==> src/axi_lite_pkg.sv <==
/*
  Shared AXI4-Lite types, response codes and default sizes
*/

package axi_lite_pkg;

  // --------------------
  // Bus field types
  // --------------------

  // Byte address of one access
  typedef logic [31:0] addr_t;
  // One data word
  typedef logic [31:0] data_t;
  // One strobe bit per data byte
  typedef logic [3:0]  strb_t;
  // Response code on B and R
  typedef logic [1:0]  resp_t;

  // --------------------
  // Response codes
  // --------------------

  // Access completed normally
  localparam resp_t RESP_OKAY   = 2'b00;
  // Address beyond the register array
  localparam resp_t RESP_SLVERR = 2'b10;

  // --------------------
  // Defaults
  // --------------------

  // Words in the register array
  localparam int unsigned DEF_WORDS    = 16;
  // Outstanding transactions per direction
  localparam int unsigned DEF_MAX_TXNS = 2;

endpackage

==> src/axi_lite_mem_top.sv <==
/*
  AXI4-Lite register store, top level
  split, read and write subordinates, shared register array
*/
`timescale 1ns/1ps

module axi_lite_mem_top #(
  parameter int unsigned Words   = axi_lite_pkg::DEF_WORDS,
  parameter int unsigned MaxTxns = axi_lite_pkg::DEF_MAX_TXNS
) (
  input  logic                clk_i,
  input  logic                rst_n_i,
  input  axi_lite_pkg::addr_t aw_addr_i,
  input  logic                aw_valid_i,
  output logic                aw_ready_o,
  input  axi_lite_pkg::data_t w_data_i,
  input  axi_lite_pkg::strb_t w_strb_i,
  input  logic                w_valid_i,
  output logic                w_ready_o,
  output axi_lite_pkg::resp_t b_resp_o,
  output logic                b_valid_o,
  input  logic                b_ready_i,
  input  axi_lite_pkg::addr_t ar_addr_i,
  input  logic                ar_valid_i,
  output logic                ar_ready_o,
  output axi_lite_pkg::data_t r_data_o,
  output axi_lite_pkg::resp_t r_resp_o,
  output logic                r_valid_o,
  input  logic                r_ready_i
);

  // --------------------
  // Read side wires
  // --------------------

  axi_lite_pkg::addr_t rd_ar_addr;
  logic                rd_ar_valid;
  logic                rd_ar_ready;
  axi_lite_pkg::data_t rd_r_data;
  axi_lite_pkg::resp_t rd_r_resp;
  logic                rd_r_valid;
  logic                rd_r_ready;
  logic                rd_mem_req;
  axi_lite_pkg::addr_t rd_mem_addr;
  logic                rd_mem_gnt;
  axi_lite_pkg::data_t rd_mem_data;

  // --------------------
  // Write side wires
  // --------------------

  axi_lite_pkg::addr_t wr_aw_addr;
  logic                wr_aw_valid;
  logic                wr_aw_ready;
  axi_lite_pkg::data_t wr_w_data;
  axi_lite_pkg::strb_t wr_w_strb;
  logic                wr_w_valid;
  logic                wr_w_ready;
  axi_lite_pkg::resp_t wr_b_resp;
  logic                wr_b_valid;
  logic                wr_b_ready;
  logic                wr_mem_req;
  axi_lite_pkg::addr_t wr_mem_addr;
  axi_lite_pkg::data_t wr_mem_data;
  axi_lite_pkg::strb_t wr_mem_strb;
  logic                wr_mem_gnt;

  axi_rw_split #(
    .MaxTxns(MaxTxns)
  ) u_split (
    .clk_i         (clk_i),
    .rst_n_i       (rst_n_i),
    .aw_addr_i     (aw_addr_i),
    .aw_valid_i    (aw_valid_i),
    .aw_ready_o    (aw_ready_o),
    .w_data_i      (w_data_i),
    .w_strb_i      (w_strb_i),
    .w_valid_i     (w_valid_i),
    .w_ready_o     (w_ready_o),
    .b_resp_o      (b_resp_o),
    .b_valid_o     (b_valid_o),
    .b_ready_i     (b_ready_i),
    .ar_addr_i     (ar_addr_i),
    .ar_valid_i    (ar_valid_i),
    .ar_ready_o    (ar_ready_o),
    .r_data_o      (r_data_o),
    .r_resp_o      (r_resp_o),
    .r_valid_o     (r_valid_o),
    .r_ready_i     (r_ready_i),
    .rd_ar_addr_o  (rd_ar_addr),
    .rd_ar_valid_o (rd_ar_valid),
    .rd_ar_ready_i (rd_ar_ready),
    .rd_r_data_i   (rd_r_data),
    .rd_r_resp_i   (rd_r_resp),
    .rd_r_valid_i  (rd_r_valid),
    .rd_r_ready_o  (rd_r_ready),
    .wr_aw_addr_o  (wr_aw_addr),
    .wr_aw_valid_o (wr_aw_valid),
    .wr_aw_ready_i (wr_aw_ready),
    .wr_w_data_o   (wr_w_data),
    .wr_w_strb_o   (wr_w_strb),
    .wr_w_valid_o  (wr_w_valid),
    .wr_w_ready_i  (wr_w_ready),
    .wr_b_resp_i   (wr_b_resp),
    .wr_b_valid_i  (wr_b_valid),
    .wr_b_ready_o  (wr_b_ready)
  );

  axi_lite_read_sub #(
    .Words(Words)
  ) u_read_sub (
    .clk_i       (clk_i),
    .rst_n_i     (rst_n_i),
    .ar_addr_i   (rd_ar_addr),
    .ar_valid_i  (rd_ar_valid),
    .ar_ready_o  (rd_ar_ready),
    .r_data_o    (rd_r_data),
    .r_resp_o    (rd_r_resp),
    .r_valid_o   (rd_r_valid),
    .r_ready_i   (rd_r_ready),
    .mem_req_o   (rd_mem_req),
    .mem_addr_o  (rd_mem_addr),
    .mem_gnt_i   (rd_mem_gnt),
    .mem_rdata_i (rd_mem_data)
  );

  axi_lite_write_sub #(
    .Words(Words)
  ) u_write_sub (
    .clk_i       (clk_i),
    .rst_n_i     (rst_n_i),
    .aw_addr_i   (wr_aw_addr),
    .aw_valid_i  (wr_aw_valid),
    .aw_ready_o  (wr_aw_ready),
    .w_data_i    (wr_w_data),
    .w_strb_i    (wr_w_strb),
    .w_valid_i   (wr_w_valid),
    .w_ready_o   (wr_w_ready),
    .b_resp_o    (wr_b_resp),
    .b_valid_o   (wr_b_valid),
    .b_ready_i   (wr_b_ready),
    .mem_req_o   (wr_mem_req),
    .mem_addr_o  (wr_mem_addr),
    .mem_wdata_o (wr_mem_data),
    .mem_strb_o  (wr_mem_strb),
    .mem_gnt_i   (wr_mem_gnt)
  );

  // Shared array, read and write subordinates on separate request ports
  reg_mem #(
    .Words(Words)
  ) u_reg_mem (
    .clk_i     (clk_i),
    .rst_n_i   (rst_n_i),
    .rd_req_i  (rd_mem_req),
    .rd_addr_i (rd_mem_addr),
    .rd_gnt_o  (rd_mem_gnt),
    .rd_data_o (rd_mem_data),
    .wr_req_i  (wr_mem_req),
    .wr_addr_i (wr_mem_addr),
    .wr_data_i (wr_mem_data),
    .wr_strb_i (wr_mem_strb),
    .wr_gnt_o  (wr_mem_gnt)
  );

endmodule

==> src/axi_lite_read_sub.sv <==
/*
  AXI4-Lite read subordinate with range check
  and a two-entry in-order response queue
*/
`timescale 1ns/1ps

module axi_lite_read_sub #(
  parameter int unsigned Words = axi_lite_pkg::DEF_WORDS
) (
  input  logic                clk_i,
  input  logic                rst_n_i,
  input  axi_lite_pkg::addr_t ar_addr_i,
  input  logic                ar_valid_i,
  output logic                ar_ready_o,
  output axi_lite_pkg::data_t r_data_o,
  output axi_lite_pkg::resp_t r_resp_o,
  output logic                r_valid_o,
  input  logic                r_ready_i,
  // Memory port
  output logic                mem_req_o,
  output axi_lite_pkg::addr_t mem_addr_o,
  input  logic                mem_gnt_i,
  input  axi_lite_pkg::data_t mem_rdata_i
);

  localparam int unsigned Depth = 2;

  logic                pend_q;
  logic                rd_q;
  logic                err_q;
  axi_lite_pkg::addr_t addr_q;
  axi_lite_pkg::data_t q_data [Depth];
  axi_lite_pkg::resp_t q_resp [Depth];
  logic                wr_ptr_q;
  logic                rd_ptr_q;
  logic [1:0]          cnt_q;
  logic [1:0]          used;
  logic                ar_hs;
  logic                in_range;
  logic                push;
  logic                pop;

  // --------------------
  // Request side
  // --------------------

  assign in_range = (ar_addr_i >> 2) < axi_lite_pkg::addr_t'(Words);

  // Queue slots plus the one read that may still be in flight
  assign used       = cnt_q + {1'b0, pend_q} + {1'b0, rd_q} + {1'b0, err_q};
  assign ar_ready_o = ~pend_q & (used < 2'(Depth));
  assign ar_hs      = ar_valid_i & ar_ready_o;

  assign mem_req_o  = pend_q;
  assign mem_addr_o = addr_q;

  always_ff @(posedge clk_i) begin
    if (!rst_n_i) begin
      pend_q <= 1'b0;
      rd_q   <= 1'b0;
      err_q  <= 1'b0;
    end else begin
      // Request stays up until the arbiter grants it
      pend_q <= ar_hs ? in_range : (pend_q & ~mem_gnt_i);
      // Data shows up on mem_rdata_i one cycle after the grant
      rd_q   <= pend_q & mem_gnt_i;
      err_q  <= ar_hs & ~in_range;
    end
  end

  always_ff @(posedge clk_i) begin
    if (ar_hs) begin
      addr_q <= ar_addr_i;
    end
  end

  // --------------------
  // Response queue
  // --------------------

  assign push      = rd_q | err_q;
  assign pop       = r_valid_o & r_ready_i;
  assign r_valid_o = (cnt_q != 2'd0);
  assign r_data_o  = q_data[rd_ptr_q];
  assign r_resp_o  = q_resp[rd_ptr_q];

  always_ff @(posedge clk_i) begin
    if (!rst_n_i) begin
      wr_ptr_q <= 1'b0;
      rd_ptr_q <= 1'b0;
      cnt_q    <= 2'd0;
    end else begin
      wr_ptr_q <= wr_ptr_q ^ push;
      rd_ptr_q <= rd_ptr_q ^ pop;
      cnt_q    <= cnt_q + {1'b0, push} - {1'b0, pop};
    end
  end

  // Out-of-range reads return zero data
  always_ff @(posedge clk_i) begin
    if (push) begin
      q_data[wr_ptr_q] <= err_q ? '0 : mem_rdata_i;
      q_resp[wr_ptr_q] <= err_q ? axi_lite_pkg::RESP_SLVERR : axi_lite_pkg::RESP_OKAY;
    end
  end

  // Admission on AR must leave room for every read that later lands
  a_no_overflow: assert property (@(posedge clk_i) disable iff (!rst_n_i)
    push |-> cnt_q < 2'(Depth));

endmodule

==> src/axi_lite_write_sub.sv <==
/*
  AXI4-Lite write subordinate
  AW and W join in any order, strobed write to the array, then B
*/
`timescale 1ns/1ps

module axi_lite_write_sub #(
  parameter int unsigned Words = axi_lite_pkg::DEF_WORDS
) (
  input  logic                clk_i,
  input  logic                rst_n_i,
  input  axi_lite_pkg::addr_t aw_addr_i,
  input  logic                aw_valid_i,
  output logic                aw_ready_o,
  input  axi_lite_pkg::data_t w_data_i,
  input  axi_lite_pkg::strb_t w_strb_i,
  input  logic                w_valid_i,
  output logic                w_ready_o,
  output axi_lite_pkg::resp_t b_resp_o,
  output logic                b_valid_o,
  input  logic                b_ready_i,
  // Memory port
  output logic                mem_req_o,
  output axi_lite_pkg::addr_t mem_addr_o,
  output axi_lite_pkg::data_t mem_wdata_o,
  output axi_lite_pkg::strb_t mem_strb_o,
  input  logic                mem_gnt_i
);

  typedef enum logic [1:0] {
    WR_IDLE,
    WR_COLLECT,
    WR_WRITE,
    WR_RESP
  } wr_state_e;

  wr_state_e           state_q;
  wr_state_e           state_d;
  logic                aw_held_q;
  logic                w_held_q;
  logic                in_range_q;
  logic                gnt_q;
  axi_lite_pkg::addr_t addr_q;
  axi_lite_pkg::data_t data_q;
  axi_lite_pkg::strb_t strb_q;
  logic                aw_hs;
  logic                w_hs;
  logic                accepting;

  // --------------------
  // Channel capture
  // --------------------

  // Each channel is taken once per transaction, never while B waits
  assign accepting  = (state_q == WR_IDLE) || (state_q == WR_COLLECT);
  assign aw_ready_o = accepting & ~aw_held_q;
  assign w_ready_o  = accepting & ~w_held_q;
  assign aw_hs      = aw_valid_i & aw_ready_o;
  assign w_hs       = w_valid_i & w_ready_o;

  always_ff @(posedge clk_i) begin
    if (aw_hs) begin
      addr_q <= aw_addr_i;
    end
    if (w_hs) begin
      data_q <= w_data_i;
      strb_q <= w_strb_i;
    end
  end

  // --------------------
  // FSM
  // --------------------

  always_comb begin
    state_d = state_q;
    case (state_q)
      WR_IDLE, WR_COLLECT: begin
        if ((aw_held_q | aw_hs) && (w_held_q | w_hs)) begin
          state_d = WR_WRITE;
        end else if (aw_hs | w_hs) begin
          state_d = WR_COLLECT;
        end
      end
      // Out of range skips the array, in range waits one cycle past the grant
      WR_WRITE: if (!in_range_q || gnt_q) state_d = WR_RESP;
      WR_RESP:  if (b_ready_i) state_d = WR_IDLE;
      default:  state_d = WR_IDLE;
    endcase
  end

  always_ff @(posedge clk_i) begin
    if (!rst_n_i) begin
      state_q    <= WR_IDLE;
      aw_held_q  <= 1'b0;
      w_held_q   <= 1'b0;
      in_range_q <= 1'b0;
      gnt_q      <= 1'b0;
    end else begin
      state_q <= state_d;
      if (state_q == WR_RESP && b_ready_i) begin
        aw_held_q <= 1'b0;
        w_held_q  <= 1'b0;
      end else begin
        aw_held_q <= aw_held_q | aw_hs;
        w_held_q  <= w_held_q | w_hs;
      end
      if (aw_hs) begin
        in_range_q <= (aw_addr_i >> 2) < axi_lite_pkg::addr_t'(Words);
      end
      gnt_q <= (state_q == WR_WRITE) & (gnt_q | (mem_req_o & mem_gnt_i));
    end
  end

  // --------------------
  // Outputs
  // --------------------

  assign mem_req_o   = (state_q == WR_WRITE) & in_range_q & ~gnt_q;
  assign mem_addr_o  = addr_q;
  assign mem_wdata_o = data_q;
  assign mem_strb_o  = strb_q;

  assign b_valid_o = (state_q == WR_RESP);
  assign b_resp_o  = in_range_q ? axi_lite_pkg::RESP_OKAY : axi_lite_pkg::RESP_SLVERR;

  // Arbiter grants only a live request, and never while B is pending
  a_no_req_in_resp: assert property (@(posedge clk_i) disable iff (!rst_n_i)
    mem_gnt_i |-> mem_req_o && !b_valid_o);

endmodule

==> src/axi_rw_split.sv <==
/*
  Read/write split of one AXI4-Lite port
  with an outstanding-transaction limit per direction
*/
`timescale 1ns/1ps

module axi_rw_split #(
  parameter int unsigned MaxTxns = axi_lite_pkg::DEF_MAX_TXNS
) (
  input  logic                clk_i,
  input  logic                rst_n_i,
  // Combined port, manager side
  input  axi_lite_pkg::addr_t aw_addr_i,
  input  logic                aw_valid_i,
  output logic                aw_ready_o,
  input  axi_lite_pkg::data_t w_data_i,
  input  axi_lite_pkg::strb_t w_strb_i,
  input  logic                w_valid_i,
  output logic                w_ready_o,
  output axi_lite_pkg::resp_t b_resp_o,
  output logic                b_valid_o,
  input  logic                b_ready_i,
  input  axi_lite_pkg::addr_t ar_addr_i,
  input  logic                ar_valid_i,
  output logic                ar_ready_o,
  output axi_lite_pkg::data_t r_data_o,
  output axi_lite_pkg::resp_t r_resp_o,
  output logic                r_valid_o,
  input  logic                r_ready_i,
  // Read side
  output axi_lite_pkg::addr_t rd_ar_addr_o,
  output logic                rd_ar_valid_o,
  input  logic                rd_ar_ready_i,
  input  axi_lite_pkg::data_t rd_r_data_i,
  input  axi_lite_pkg::resp_t rd_r_resp_i,
  input  logic                rd_r_valid_i,
  output logic                rd_r_ready_o,
  // Write side
  output axi_lite_pkg::addr_t wr_aw_addr_o,
  output logic                wr_aw_valid_o,
  input  logic                wr_aw_ready_i,
  output axi_lite_pkg::data_t wr_w_data_o,
  output axi_lite_pkg::strb_t wr_w_strb_o,
  output logic                wr_w_valid_o,
  input  logic                wr_w_ready_i,
  input  axi_lite_pkg::resp_t wr_b_resp_i,
  input  logic                wr_b_valid_i,
  output logic                wr_b_ready_o
);

  localparam int unsigned CntW = $clog2(MaxTxns + 1);
  typedef logic [CntW-1:0] cnt_t;

  // Index 0 counts reads, index 1 counts writes
  logic [1:0] inc;
  logic [1:0] dec;
  logic [1:0] full;
  cnt_t       cnt_q [2];

  // --------------------
  // Read channels
  // --------------------

  // AR is held off at the limit, R passes straight through
  assign rd_ar_addr_o  = ar_addr_i;
  assign rd_ar_valid_o = ar_valid_i & ~full[0];
  assign ar_ready_o    = rd_ar_ready_i & ~full[0];
  assign r_data_o      = rd_r_data_i;
  assign r_resp_o      = rd_r_resp_i;
  assign r_valid_o     = rd_r_valid_i;
  assign rd_r_ready_o  = r_ready_i;

  // --------------------
  // Write channels
  // --------------------

  // Only AW is limited; W waits in the write side until AW arrives
  assign wr_aw_addr_o  = aw_addr_i;
  assign wr_aw_valid_o = aw_valid_i & ~full[1];
  assign aw_ready_o    = wr_aw_ready_i & ~full[1];
  assign wr_w_data_o   = w_data_i;
  assign wr_w_strb_o   = w_strb_i;
  assign wr_w_valid_o  = w_valid_i;
  assign w_ready_o     = wr_w_ready_i;
  assign b_resp_o      = wr_b_resp_i;
  assign b_valid_o     = wr_b_valid_i;
  assign wr_b_ready_o  = b_ready_i;

  // --------------------
  // Outstanding counters
  // --------------------

  // Address handshake opens a transaction, response handshake closes it
  assign inc[0] = ar_valid_i & ar_ready_o;
  assign dec[0] = rd_r_valid_i & r_ready_i;
  assign inc[1] = aw_valid_i & aw_ready_o;
  assign dec[1] = wr_b_valid_i & b_ready_i;

  assign full[0] = (cnt_q[0] == cnt_t'(MaxTxns));
  assign full[1] = (cnt_q[1] == cnt_t'(MaxTxns));

  always_ff @(posedge clk_i) begin
    for (int i = 0; i < 2; i++) begin
      if (!rst_n_i) begin
        cnt_q[i] <= '0;
      end else if (inc[i] && !dec[i]) begin
        cnt_q[i] <= cnt_q[i] + cnt_t'(1);
      end else if (dec[i] && !inc[i]) begin
        cnt_q[i] <= cnt_q[i] - cnt_t'(1);
      end
    end
  end

  // A response needs a matching address beat accepted earlier
  a_r_needs_ar: assert property (@(posedge clk_i) disable iff (!rst_n_i)
    rd_r_valid_i |-> cnt_q[0] != '0);
  a_b_needs_aw: assert property (@(posedge clk_i) disable iff (!rst_n_i)
    wr_b_valid_i |-> cnt_q[1] != '0);
  a_cnt_limit: assert property (@(posedge clk_i) disable iff (!rst_n_i)
    cnt_q[0] <= cnt_t'(MaxTxns) && cnt_q[1] <= cnt_t'(MaxTxns));

endmodule

==> src/reg_mem.sv <==
/*
  Single-port register array with round-robin read/write arbiter
*/
`timescale 1ns/1ps

module reg_mem #(
  parameter int unsigned Words = axi_lite_pkg::DEF_WORDS
) (
  input  logic                clk_i,
  input  logic                rst_n_i,
  input  logic                rd_req_i,
  input  axi_lite_pkg::addr_t rd_addr_i,
  output logic                rd_gnt_o,
  output axi_lite_pkg::data_t rd_data_o,
  input  logic                wr_req_i,
  input  axi_lite_pkg::addr_t wr_addr_i,
  input  axi_lite_pkg::data_t wr_data_i,
  input  axi_lite_pkg::strb_t wr_strb_i,
  output logic                wr_gnt_o
);

  localparam int unsigned IdxW = (Words > 1) ? $clog2(Words) : 1;
  typedef logic [IdxW-1:0] idx_t;

  typedef enum logic {
    LAST_RD,
    LAST_WR
  } arb_last_e;

  arb_last_e           last_q;
  axi_lite_pkg::data_t mem_q [Words];
  idx_t                rd_idx;
  idx_t                wr_idx;

  // Word index from the byte address
  assign rd_idx = rd_addr_i[IdxW+1:2];
  assign wr_idx = wr_addr_i[IdxW+1:2];

  // --------------------
  // Arbiter
  // --------------------

  // On a conflict the side not served last time wins
  assign rd_gnt_o = rd_req_i & (~wr_req_i | (last_q == LAST_WR));
  assign wr_gnt_o = wr_req_i & (~rd_req_i | (last_q == LAST_RD));

  always_ff @(posedge clk_i) begin
    if (!rst_n_i) begin
      last_q <= LAST_WR;
    end else if (rd_gnt_o) begin
      last_q <= LAST_RD;
    end else if (wr_gnt_o) begin
      last_q <= LAST_WR;
    end
  end

  // --------------------
  // Storage
  // --------------------

  always_ff @(posedge clk_i) begin
    if (!rst_n_i) begin
      for (int w = 0; w < Words; w++) begin
        mem_q[w] <= '0;
      end
    end else if (wr_gnt_o) begin
      // Only strobed bytes change
      for (int b = 0; b < 4; b++) begin
        if (wr_strb_i[b]) mem_q[wr_idx][8*b +: 8] <= wr_data_i[8*b +: 8];
      end
    end
  end

  // Read word lands one cycle after the grant
  always_ff @(posedge clk_i) begin
    if (rd_gnt_o) begin
      rd_data_o <= mem_q[rd_idx];
    end
  end

  a_one_gnt: assert property (@(posedge clk_i) disable iff (!rst_n_i)
    !(rd_gnt_o && wr_gnt_o));

endmodule

==> config.mk <==
export PLATFORM = sky130hd
export DESIGN_NAME = axi_lite_mem_top
export DESIGN_NICKNAME = d
export VERILOG_FILES = /design/src/axi_lite_pkg.sv /design/src/axi_lite_mem_top.sv /design/src/axi_lite_read_sub.sv /design/src/axi_lite_write_sub.sv /design/src/axi_rw_split.sv /design/src/reg_mem.sv
export SDC_FILE = /design/constraint.sdc
export NUM_CORES = 1
export LEC_CHECK = 0
export BUFFER_PORTS_ARGS = -buffer_cell sky130_fd_sc_hd__buf_2
export CAP_MARGIN = 40
export CELL_PAD_IN_SITES_DETAIL_PLACEMENT = 1
export CELL_PAD_IN_SITES_GLOBAL_PLACEMENT = 1
export CORE_AREA = 5 5 321 323
export DETAILED_ROUTE_END_ITERATION = 8
export DIE_AREA = 0 0 326 328
export PLACE_DENSITY = 0.53
export SKIP_CTS_REPAIR_TIMING = 1
export SLEW_MARGIN = 15
export SYNTH_ARGS = -nofsm -noshare
export SYNTH_HDL_FRONTEND = slang
export SYNTH_SLANG_ARGS = --single-unit
==> constraint.sdc <==
create_clock -name clk_i -period 3.6 [get_ports clk_i]
set_input_delay 0.36 -clock clk_i [delete_from_list [all_inputs] [get_ports clk_i]]
set_output_delay 0.36 -clock clk_i [all_outputs]
set_load 0.02 [all_outputs]
==> results of run 1 <==
-- placed cells by master, fill, tap and decap left out, types with 13 or more instances in the layout --
master,netlist,final
mux2_2,34,34
clkbuf_16,0,78
nor2_1,19,17
buf_2,17,141
a22oi_1,64,64
nand2_1,50,50
and2_1,522,521
o21ai_0,64,63
nor2b_1,43,41
edfxtp_1,658,658
clkinv_1,0,17
dlygate4sd3_1,0,44
buf_4,4,90
mux4_2,128,128
clkbuf_1,76,13
nor2_4,56,58
dfxtp_1,15,13
-- power groups by stage --
stage	Combinational, mW	Clock (mW)	Sequential [mW]
finish	3.22	7.63	9.40
global route	3.47	8.18	9.45
CTS	3.27	7.84	9.41
detailed placement	3.26	0	9.57
global placement	3.12	0	9.58
floorplan	2.12	0	9.34
-- registers in the layout, summed over array words and instances (netlist names), 2 cells and up, named ones only --
name                     cells
u_read_sub.mem_addr_o        4
u_reg_mem.rd_data_o         32
u_write_sub.state_q          2
u_reg_mem.mem_q            512
u_write_sub.mem_wdata_o     32
u_read_sub.q_data           64
u_write_sub.mem_addr_o       4
u_read_sub.q_resp            2
u_split.cnt_q                4
u_write_sub.mem_strb_o       4
u_read_sub.cnt_q             2
-- routing by layer --
layer / wire (um) / track usage / vias up
met1: 36380 / 0.2057 / 8584
met5: 0 / 0 / -
met2: 39980 / 0.2540 / 380
li1: - / - / 7401
met3: 3371 / 0.02136 / 118
met4: 1849 / 0.03835 / 0
-- through the flow --
stage / worst slack [ns] / cell area [um2] / power [mW] / utilization / hold slack [ns]
3_5_place_dp: 0.9717 / 32390 / 12.83 / 0.3253 / 0.4990
5_1_grt: 0.7649 / 35270 / 21.09 / 0.3543 / 0.02084
2_1_floorplan: 1.046 / 29690 / 11.45 / - / 0.4589
4_1_cts: 0.8421 / 34790 / 20.52 / 0.3494 / -0.1348
6_report: 0.9346 / 35280 / 20.25 / 0.3544 / 0.03210
3_3_place_gp: 0.9716 / 32310 / 12.71 / 0.3245 / 0.4903
-- cell usage after synthesis --
cell type / n
edfxtp_1: 658
and2_1: 522
mux4_2: 128
clkbuf_1: 76
a22oi_1: 64
o21ai_0: 64
nor2_4: 56
nand2_1: 50
nor2b_1: 43
mux2_2: 34
nor2_1: 19
buf_2: 17
dfxtp_1: 15
nand3_1: 12
nor4_1: 11
inv_1: 9
buf_6: 8
xnor2_1: 6
a21oi_1: 5
ha_1: 5
buf_4: 4
nand4_4: 4
buf_1: 3
mux2i_1: 3
nand4_1: 3
and3_1: 2
nand2b_1: 2
nor3_1: 2
nor4b_1: 2
or2_2: 2
a2111oi_0: 1
a2bb2oi_1: 1
a32o_1: 1
and2b_1: 1
and3b_1: 1
and4bb_4: 1
conb_1: 1
fa_1: 1
inv_2: 1
nand3b_1: 1
nor3b_1: 1
o211a_1: 1
o22ai_1: 1
o31ai_1: 1
or4b_1: 1
-- cell type report --
cell class,instances,area [um2]
Clock buffer,91,2001
Fill cell,10150,64280
Tap cell,1298,1624
Sequential cell,673,20060
Inverter,10,37.54
Multi-Input combinational cell,1054,9126
Clock inverter,43,402.9
Timing Repair Buffer,284,2019
Antenna cell,4,10.01
-- worst min path at each step --
stage / startpoint / endpoint / slack, ns / cells past startpoint
2_1_floorplan: ar_addr_i[2] / u_read_sub.mem_addr_o[2]$_DFFE_PP_ / 0.46 / 0
3_3_place_gp: u_reg_mem.last_q$_SDFFE_PN1P_ / u_reg_mem.last_q$_SDFFE_PN1P_ / 0.49 / 2
5_1_grt: aw_addr_i[9] / u_write_sub.in_range_q$_SDFFE_PN0P_ / 0.02 / 4
4_1_cts: w_data_i[1] / u_write_sub.mem_wdata_o[1]$_DFFE_PP_ / -0.13 / 1
3_5_place_dp: u_reg_mem.last_q$_SDFFE_PN1P_ / u_reg_mem.last_q$_SDFFE_PN1P_ / 0.50 / 2
6_report: aw_addr_i[9] / u_write_sub.in_range_q$_SDFFE_PN0P_ / 0.03 / 4
-- worst register-to-register path: cells and delay by family (launching register included) --
| kind | cells | cell delay [ns] |
|---|---|---|
| simple gates | 4 | 1.97 |
| flops | 1 | 0.53 |
-- logic make-up (layout without fill, tap and decap cells) --
| kind of cell | after synthesis | count (layout) |
|---|---|---|
| compound gates | 139 | 139 |
| xor+xnor | 6 | 6 |
| fa+ha+maj | 6 | 6 |
| buf+inv | 118 | 428 |
| flops | 673 | 673 |
| mux | 165 | 165 |
| other cells | 1 | 6 |
| simple gates | 736 | 736 |
==> flow_summary.yaml, run 1 <==
yosys:
  synth-xor-area-share: 0.001770
  synth_cell_types: 45
  yosys_warnings: 0
  synth-seq-cells: 673
  synth-compound-area-share: 0.02954
  seq_area_frac_synth: 0.6756
  synth_top_cell_by_area: "edfxtp_1"
  synth_fa_ha_area_frac: 0.002781
  synthTopCellsByArea: "edfxtp_1 67%, and2_1 11%, mux4_2 9.7%, nor2_4 2.1%, a22oi_1 1.6%"
  synth_top_family_by_area: "simple AND/OR/NAND/NOR gates"
  synthSimpleGateAreaFrac: 0.1610
  synth_top_area_frac: 0.6655
  synth_mux_area_frac: 0.1110
  postSynthCellCount: 1844
  syn_area_per_cell_um2: 16.10
  netlist_area_um2: 29690
die:
  pin_count: 148
  core_area_um2: 99570
  die_h_um: 328
  num_rows: 116
  die_area_um2: 106900
  start_util: 0.2982
  die_x_um: 326
detailed_routing:
  routedWlPerCell_um: 23.60
  route.detailed.drc: 0
  finalWirelength_mm: 81.58
  viasPerCell: 4.768
  drt.antenna.violating_nets: 0
  drt-pass1-iter-count: 5
  vias: 16480
  initialDrtViolationCount: 1205
sta:
  fmax_mhz: 375.2
  clock_skew_ns: 0.02458
  worst_pin_slew_ns: 0.9199
  slew_viol_final: 0
  hold_viol: 0
  setup_tns_ns: 0
  slew_headroom: 0.3853
  setup_viol: 0
  final.min_clock_period_ns: 2.665
  post-route-period-util: 0.7404
  rsz0062_at_grt: "no"
setup_path:
  r2r_start: "u_write_sub.mem_addr_o[3]$_DFFE_PP_"
  rrSetupSlack_ns: 0.97
  worstRegToRegCells: 4
  rr_endpoint: "u_reg_mem.mem_q[13][23]$_SDFFCE_PN0P_"
  worstSetupStartpointType: "register"
  cp_top_family: "adder cells"
  timing.critical_path.buf_inv: 2
  critPathSlowestCell: "fa_1"
  crit_path_max_fanout: 5
  arrival_ns: 2.31
  end_kind: "output pin"
  path_class: "reg -> out"
  cp.depth: 6
  path_common_cell: "xnor2_1"
  crit_end: "ar_ready_o"
  cp_slowest_stage_delay_ns: 0.45
  worst-endpoint-required_ns: 3.24
  startpoint: "u_read_sub.mem_req_o$_SDFF_PN0_"
  path_cells: "inv_1, fa_1, xnor2_1, xnor2_1, and2_1, buf_2"
clocking:
  path_clk_slew_ns: 0.06
  root_buffer: "clkbuf_16"
  cts_tree: "yes"
  cts_sinks: 673
  clk_latency_ns: 0.62
  cts_buffers: 76
  htreeDepth: 3
  cts_buffer_depth: 3
final_layout:
  nets: 2212
  area_growth_pct: 18.84
  final_cell_count_no_fill: 3457
  final_layout_size_suffix_gt1_frac: 0.2687
global_route:
  grt_pass1_vias: 17550
  antenna_found_initial: 5
  grt_start_max_net_pins: 80
  grt_pass1_wl_mm: 119.1
  track_usage: 0.1505
  grt_overflow_total: 0
placement:
  dp_hpwl_mm: 52.97
  dp_cells: 3273
  port_buffers: 141
  gp_congestion: 0.7955
power:
  pwr-share-comb: 0.159
  switching_power_mw: 5.383
  cellLeakagePower_nw: 12.47
  p_int_mw: 14.87
  clkPwrFrac: 0.377
  peakVddDrop_mv: 0.3290
  pwr_density_cell_nw_per_um2: 574.0
  sequentialPowerShare: 0.464
  swShare: 0.2658
min_path:
  hold_class: "in -> reg"
run:
  drv_cap: 0
run_status:
  status: "finished clean"
Note: power is estimated with default switching activity, not from simulation.
==> inputs of run 2 (changes only) <==
Settings changed: PLACE_DENSITY 0.53 to 0.55.
Clock period 3.6 ns to 2.3 ns, I/O delays scaled along.
==> run 2 against run 1 <==
  * The flow now finishes with violations (negative setup slack)
  * Routed wire length shrank 2.3%
  * Core utilization is 0.48 points higher
  * Non-clock buffer count is 42 higher
  * Clock power rose by 55%
  * Sequential share of layout area is 0.75 points lower
  * Critical endpoint unchanged
  * Via count is 0.70% lower
  * Clock skew decreased by 0.0023 ns
  * Worst setup slack worse by 0.96 ns
  * First-iteration DRC count fell by 12%
  * Cell count rose by 1.3%
  * Global-route usage decreased by 0.31 points
  * Flip-flop and latch count is the same
==> flow_summary.yaml, run 2 (synthesized netlist as in run 1, its figures left out) <==
setup_path:
  crit_path_max_fanout: 2
  worstRegToRegCells: 5
  cp_slowest_stage_delay_ns: 0.57
  rrSetupSlack_ns: 0.15
  rr_endpoint: "u_reg_mem.mem_q[15][4]$_SDFFCE_PN0P_"
  path_class: "reg -> out"
  worstSetupStartpointType: "register"
  r2r_start: "u_write_sub.state_q[0]$_SDFFE_PN0P_"
  arrival_ns: 2.10
  path_cells: "inv_2, fa_2, nor2b_2, xnor2_1, and2_1, buf_6"
  worst-endpoint-required_ns: 2.07
  end_kind: "output pin"
  critPathSlowestCell: "fa_2"
min_path:
  min_to: "u_write_sub.state_q[1]$_SDFFE_PN0P_"
  hold_class: "in -> reg"
  min_path_cells: 4
  hp-start: "b_ready_i"
run_status:
  status: "complete, but fails checks"
  violations: "negative setup slack"
die:
  pin_count: 148
  num_rows: 116
  start_util: 0.2982
  die_area_um2: 106900
  die_h_um: 328
  core_area_um2: 99570
  die_x_um: 326
sta:
  rsz0062_at_grt: "yes"
  hold_viol: 0
  setup_tns_ns: -0.02548
  setup_slack_ns: -0.02548
  holdWs_ns: 0.03124
  setup_viol: 1
  fmax_mhz: 430.0
  worst_pin_slew_ns: 0.7179
  clock_skew_ns: 0.02231
  slew_headroom: 0.5192
  post-route-period-util: 1.011
  slew_viol_final: 0
  final.min_clock_period_ns: 2.325
detailed_routing:
  vias: 16370
  initialDrtViolationCount: 1063
  drt-pass1-iter-count: 4
  finalWirelength_mm: 79.68
  drt.antenna.violating_nets: 0
  viasPerCell: 4.674
  route.detailed.drc: 0
  routedWlPerCell_um: 22.75
placement:
  port_buffers: 141
  dp_hpwl_mm: 52.62
  gp_congestion: 0.7473
clocking:
  root_buffer: "clkbuf_16"
  cts_tree: "yes"
  cts_buffers: 79
  path_clk_slew_ns: 0.06
  cts_buffer_depth: 3
  htreeDepth: 3
  clk_latency_ns: 0.63
  cts_sinks: 673
power:
  cellLeakagePower_nw: 12.70
  peakVddDrop_mv: 0.5169
  pwr_density_cell_nw_per_um2: 887.5
run:
  drv_cap: 0
final_layout:
  final_common_cell: "edfxtp_1"
  largest_reg_flops: 512
  reg_top3: "u_reg_mem.mem_q (512), u_read_sub.q_data (64)"
  final_util: 0.3592
  final_layout_size_suffix_gt1_frac: 0.2828
  final_cell_mix: "658 x edfxtp_1, 521 x and2_1, 140 x buf_2, 128 x mux4_2, 112 x buf_4"
  nets: 2257
  area_growth_pct: 20.45
  top_register: "u_reg_mem.mem_q"
global_route:
  grt_pass1_wl_mm: 117.6
  grt_overflow_total: 0
  track_usage: 0.1474
  grt_pass1_vias: 17970
  grt_start_max_net_pins: 75
  antenna_found_initial: 8
[run 2: power by group]
group / internal, mW / switching (mW)
Clock: 6.76 / 5.03
Combinational: 2.30 / 2.97
Sequential: 14.2 / 0.479
Total: 23.3 / 8.48
[run 2: layout make-up]
type | instances | area, um2
Timing Repair Buffer | 326 | 2504
Tap cell | 1298 | 1624
Clock inverter | 49 | 375.4
Fill cell | 10140 | 63800
Antenna cell | 1 | 2.502
Inverter | 10 | 37.54
Multi-Input combinational cell | 1054 | 9129
Sequential cell | 673 | 20070
Clock buffer | 91 | 2022
[run 2: metrics by stage]
step / cell area [um2] / power [mW] / setup slack [ns] / std cells
5_1_grt: 35760 / 33.07 / -0.1413 / 3501
3_5_place_dp: 32820 / 20.23 / 0.1773 / 3309
3_3_place_gp: 32820 / 20.14 / 0.1765 / 3309
2_1_floorplan: 29700 / 17.93 / 0.06615 / 1845
4_1_cts: 35220 / 32.14 / -0.1486 / 3449
6_report: 35760 / 31.74 / -0.02548 / 3502
[run 2: worst max path at each step]
stage	start	endpoint	slack, ns
after detailed placement	u_read_sub.mem_addr_o[2]$_DFFE_PP_	u_reg_mem.rd_data_o[22]$_DFFE_PP_	0.18
final	u_read_sub.cnt_q[0]$_SDFF_PN0_	ar_ready_o	-0.03
after global placement	u_read_sub.mem_addr_o[2]$_DFFE_PP_	u_reg_mem.rd_data_o[22]$_DFFE_PP_	0.18
after global routing	u_read_sub.cnt_q[0]$_SDFF_PN0_	ar_ready_o	-0.14
after floorplan	u_read_sub.err_q$_SDFF_PN0_	u_split.cnt_q[0][0]$_DFFE_PP_	0.07
after CTS	u_read_sub.mem_req_o$_SDFF_PN0_	ar_ready_o	-0.15
[run 2: per-layer routing]
layer | vias up | track usage | part of all wire
met3 | 102 | 0.02589 | 0.040
met5 | - | 0 | 0.00034
li1 | 7491 | - | -
met4 | 4 | 0.03553 | 0.019
met1 | 8460 | 0.1888 | 0.43
met2 | 311 | 0.2608 | 0.51
[run 2: worst max-delay path, delay by kind of cell (launching register included)]
family | cells | cell delay [ns]
AND/OR/NAND/NOR | 2 | 0.23
flip-flops | 1 | 0.33
buffers and inverters | 2 | 0.18
XOR/XNOR | 1 | 0.18
adder cells (fa/ha/maj) | 1 | 0.57
==> inputs of run 3 (changes only) <==
Settings changed: CORE_AREA 5 5 321 323 to 2 2 303 335, DIE_AREA 0 0 326 328 to 0 0 305 337, PLACE_DENSITY 0.55 to 0.57.
==> run 3 against run 2 <==
  * The flow now finishes without violations
  * Hold slack better by 0.048 ns
  * Flip-flop and latch count unchanged
  * Global-route usage up 0.85 points
  * Register-to-register slack about the same
  * Via count up 0.59%
  * Clock power down 4%
  * Sequential share of layout area up 0.10 points
  * Count of clock-buffer cells in the layout up 18
  * Worst setup slack better by 0.070 ns
  * Critical path depth unchanged
  * Highest routed layer is now met4
  * Die area down 3.9%
  * Core utilization down 0.11 points
==> flow_summary.yaml, run 3 (synthesized netlist as in run 1, its figures left out) <==
detailed_routing:
  drt.antenna.violating_nets: 0
  vias: 16470
  initialDrtViolationCount: 960
  viasPerCell: 4.691
  routedWlPerCell_um: 22.73
  route.detailed.drc: 0
  finalWirelength_mm: 79.78
  drt-pass1-iter-count: 4
die:
  pin_count: 148
  start_util: 0.2979
  die_x_um: 305
  core_area_um2: 99680
  die_h_um: 337
  die_area_um2: 102800
  num_rows: 122
setup_path:
  timing.critical_path.buf_inv: 2
  r2r_start: "u_read_sub.mem_addr_o[2]$_DFFE_PP_"
  rrSetupSlack_ns: 0.14
  end_kind: "output pin"
  cp_top_family: "adder cells"
  cp_slowest_stage_delay_ns: 0.47
  worstSetupStartpointType: "register"
  path_cells: "inv_2, fa_1, nor2b_1, xnor2_1, and2_1, buf_6"
  path_class: "reg -> out"
  arrival_ns: 2.03
  startpoint: "u_read_sub.mem_req_o$_SDFF_PN0_"
  crit_path_max_fanout: 2
  critPathSlowestCell: "fa_1"
  worst-endpoint-required_ns: 2.07
sta:
  final.min_clock_period_ns: 2.255
  hold_viol: 0
  post-route-period-util: 0.9806
  worst_pin_slew_ns: 0.7217
  fmax_mhz: 443.4
  setup_viol: 0
  slew_viol_final: 0
  rsz0062_at_grt: "yes"
  slew_headroom: 0.5171
  clock_skew_ns: 0.04156
final_layout:
  area_growth_pct: 20.21
  postLayoutCellArea_um2: 35690
  top_register: "u_reg_mem.mem_q"
  ff_latch_area_um2: 20060
  final_cell_mix: "658 x edfxtp_1, 521 x and2_1, 140 x buf_2, 128 x mux4_2, 128 x buf_4"
  antennaDiodeCount: 0
  largest_reg_flops: 512
  multi_input_area_um2: 9119
  final_layout_size_suffix_gt1_frac: 0.2803
  final_common_cell: "edfxtp_1"
  fill_cells: 10140
  reg_top3: "u_reg_mem.mem_q (512), u_read_sub.q_data (64)"
  nets: 2265
clocking:
  cts_sinks: 673
  clk_latency_ns: 0.62
  cts_buffer_depth: 3
  htreeDepth: 3
  cts_tree: "yes"
  path_clk_slew_ns: 0.06
  root_buffer: "clkbuf_16"
  cts_buffers: 73
global_route:
  grt_overflow_total: 0
  track_usage: 0.1558
  grt_pass1_wl_mm: 118.0
  grt_start_max_net_pins: 80
  grt_pass1_vias: 17920
  antenna_found_initial: 2
min_path:
  hp-start: "b_ready_i"
  hold_class: "in -> reg"
placement:
  placed_area_um2: 32910
  gp_congestion: 0.8004
  dp_hpwl_mm: 53.51
  port_buffers: 141
power:
  total_power_mw: 31.26
  cellLeakagePower_nw: 12.68
  pwr_density_cell_nw_per_um2: 875.8
  peakVddDrop_mv: 0.4657
run_status:
  status: "finished clean"
run:
  drv_cap: 0
==> run 3: final cells by class <==
class,count,area share
Inverter,10,0.001052
Tap cell,1302,0.04565
Timing Repair Buffer,340,0.07225
Clock inverter,22,0.005224
Clock buffer,109,0.05816
Sequential cell,673,0.5622
Multi-Input combinational cell,1054,0.2555
==> run 3: per-layer routing <==
| metal | vias to the layer above | part of all wire | track usage | wire (um) |
|---|---|---|---|---|
| li1 | 7517 | - | - | - |
| met1 | 8527 | 0.41 | 0.1914 | 33000 |
| met2 | 316 | 0.53 | 0.2846 | 42000 |
| met3 | 105 | 0.038 | 0.02137 | 3033 |
| met4 | 0 | 0.022 | 0.04508 | 1743 |
| met5 | - | 0 | 0 | 0 |
==> run 3: report_power, final <==
part | internal, mW | switching, mW
Clock | 6.57 | 4.73
Combinational | 2.30 | 3.01
Sequential | 14.2 | 0.460
==> run 3: per-stage QoR <==
| stage | std cells | hold slack [ns] | setup TNS, ns | worst slack, ns | utilization |
|---|---|---|---|---|---|
| global route | 3510 | 0.08645 | -0.1030 | -0.1030 | 0.3580 |
| CTS | 3459 | -0.2568 | -0.08866 | -0.08866 | 0.3528 |
| finish | 3510 | 0.07967 | 0 | 0.04466 | 0.3580 |
| global placement | 3327 | 0.4101 | 0 | 0.1199 | 0.3300 |
| detailed placement | 3328 | 0.4089 | 0 | 0.1040 | 0.3301 |
| floorplan | 1845 | 0.3289 | 0 | 0.06615 | - |
==> run 3: worst paths after layout <==
kind	endpoint	cells after the start
worst max-delay path	ar_ready_o	6
worst min-delay path	u_write_sub.aw_held_q$_SDFF_PP0_	4
worst max register to register	u_reg_mem.rd_data_o[12]$_DFFE_PP_	5
worst min register to register	u_write_sub.in_range_q$_SDFFE_PN0P_	2
==> run 3: worst register-to-register path, stage by stage (launching register included) <==
cell and delay [ns]:
edfxtp_1 0.44, buf_12 0.18, buf_4 0.28, mux4_2 0.54, a22oi_1 0.35, nand2_1 0.10
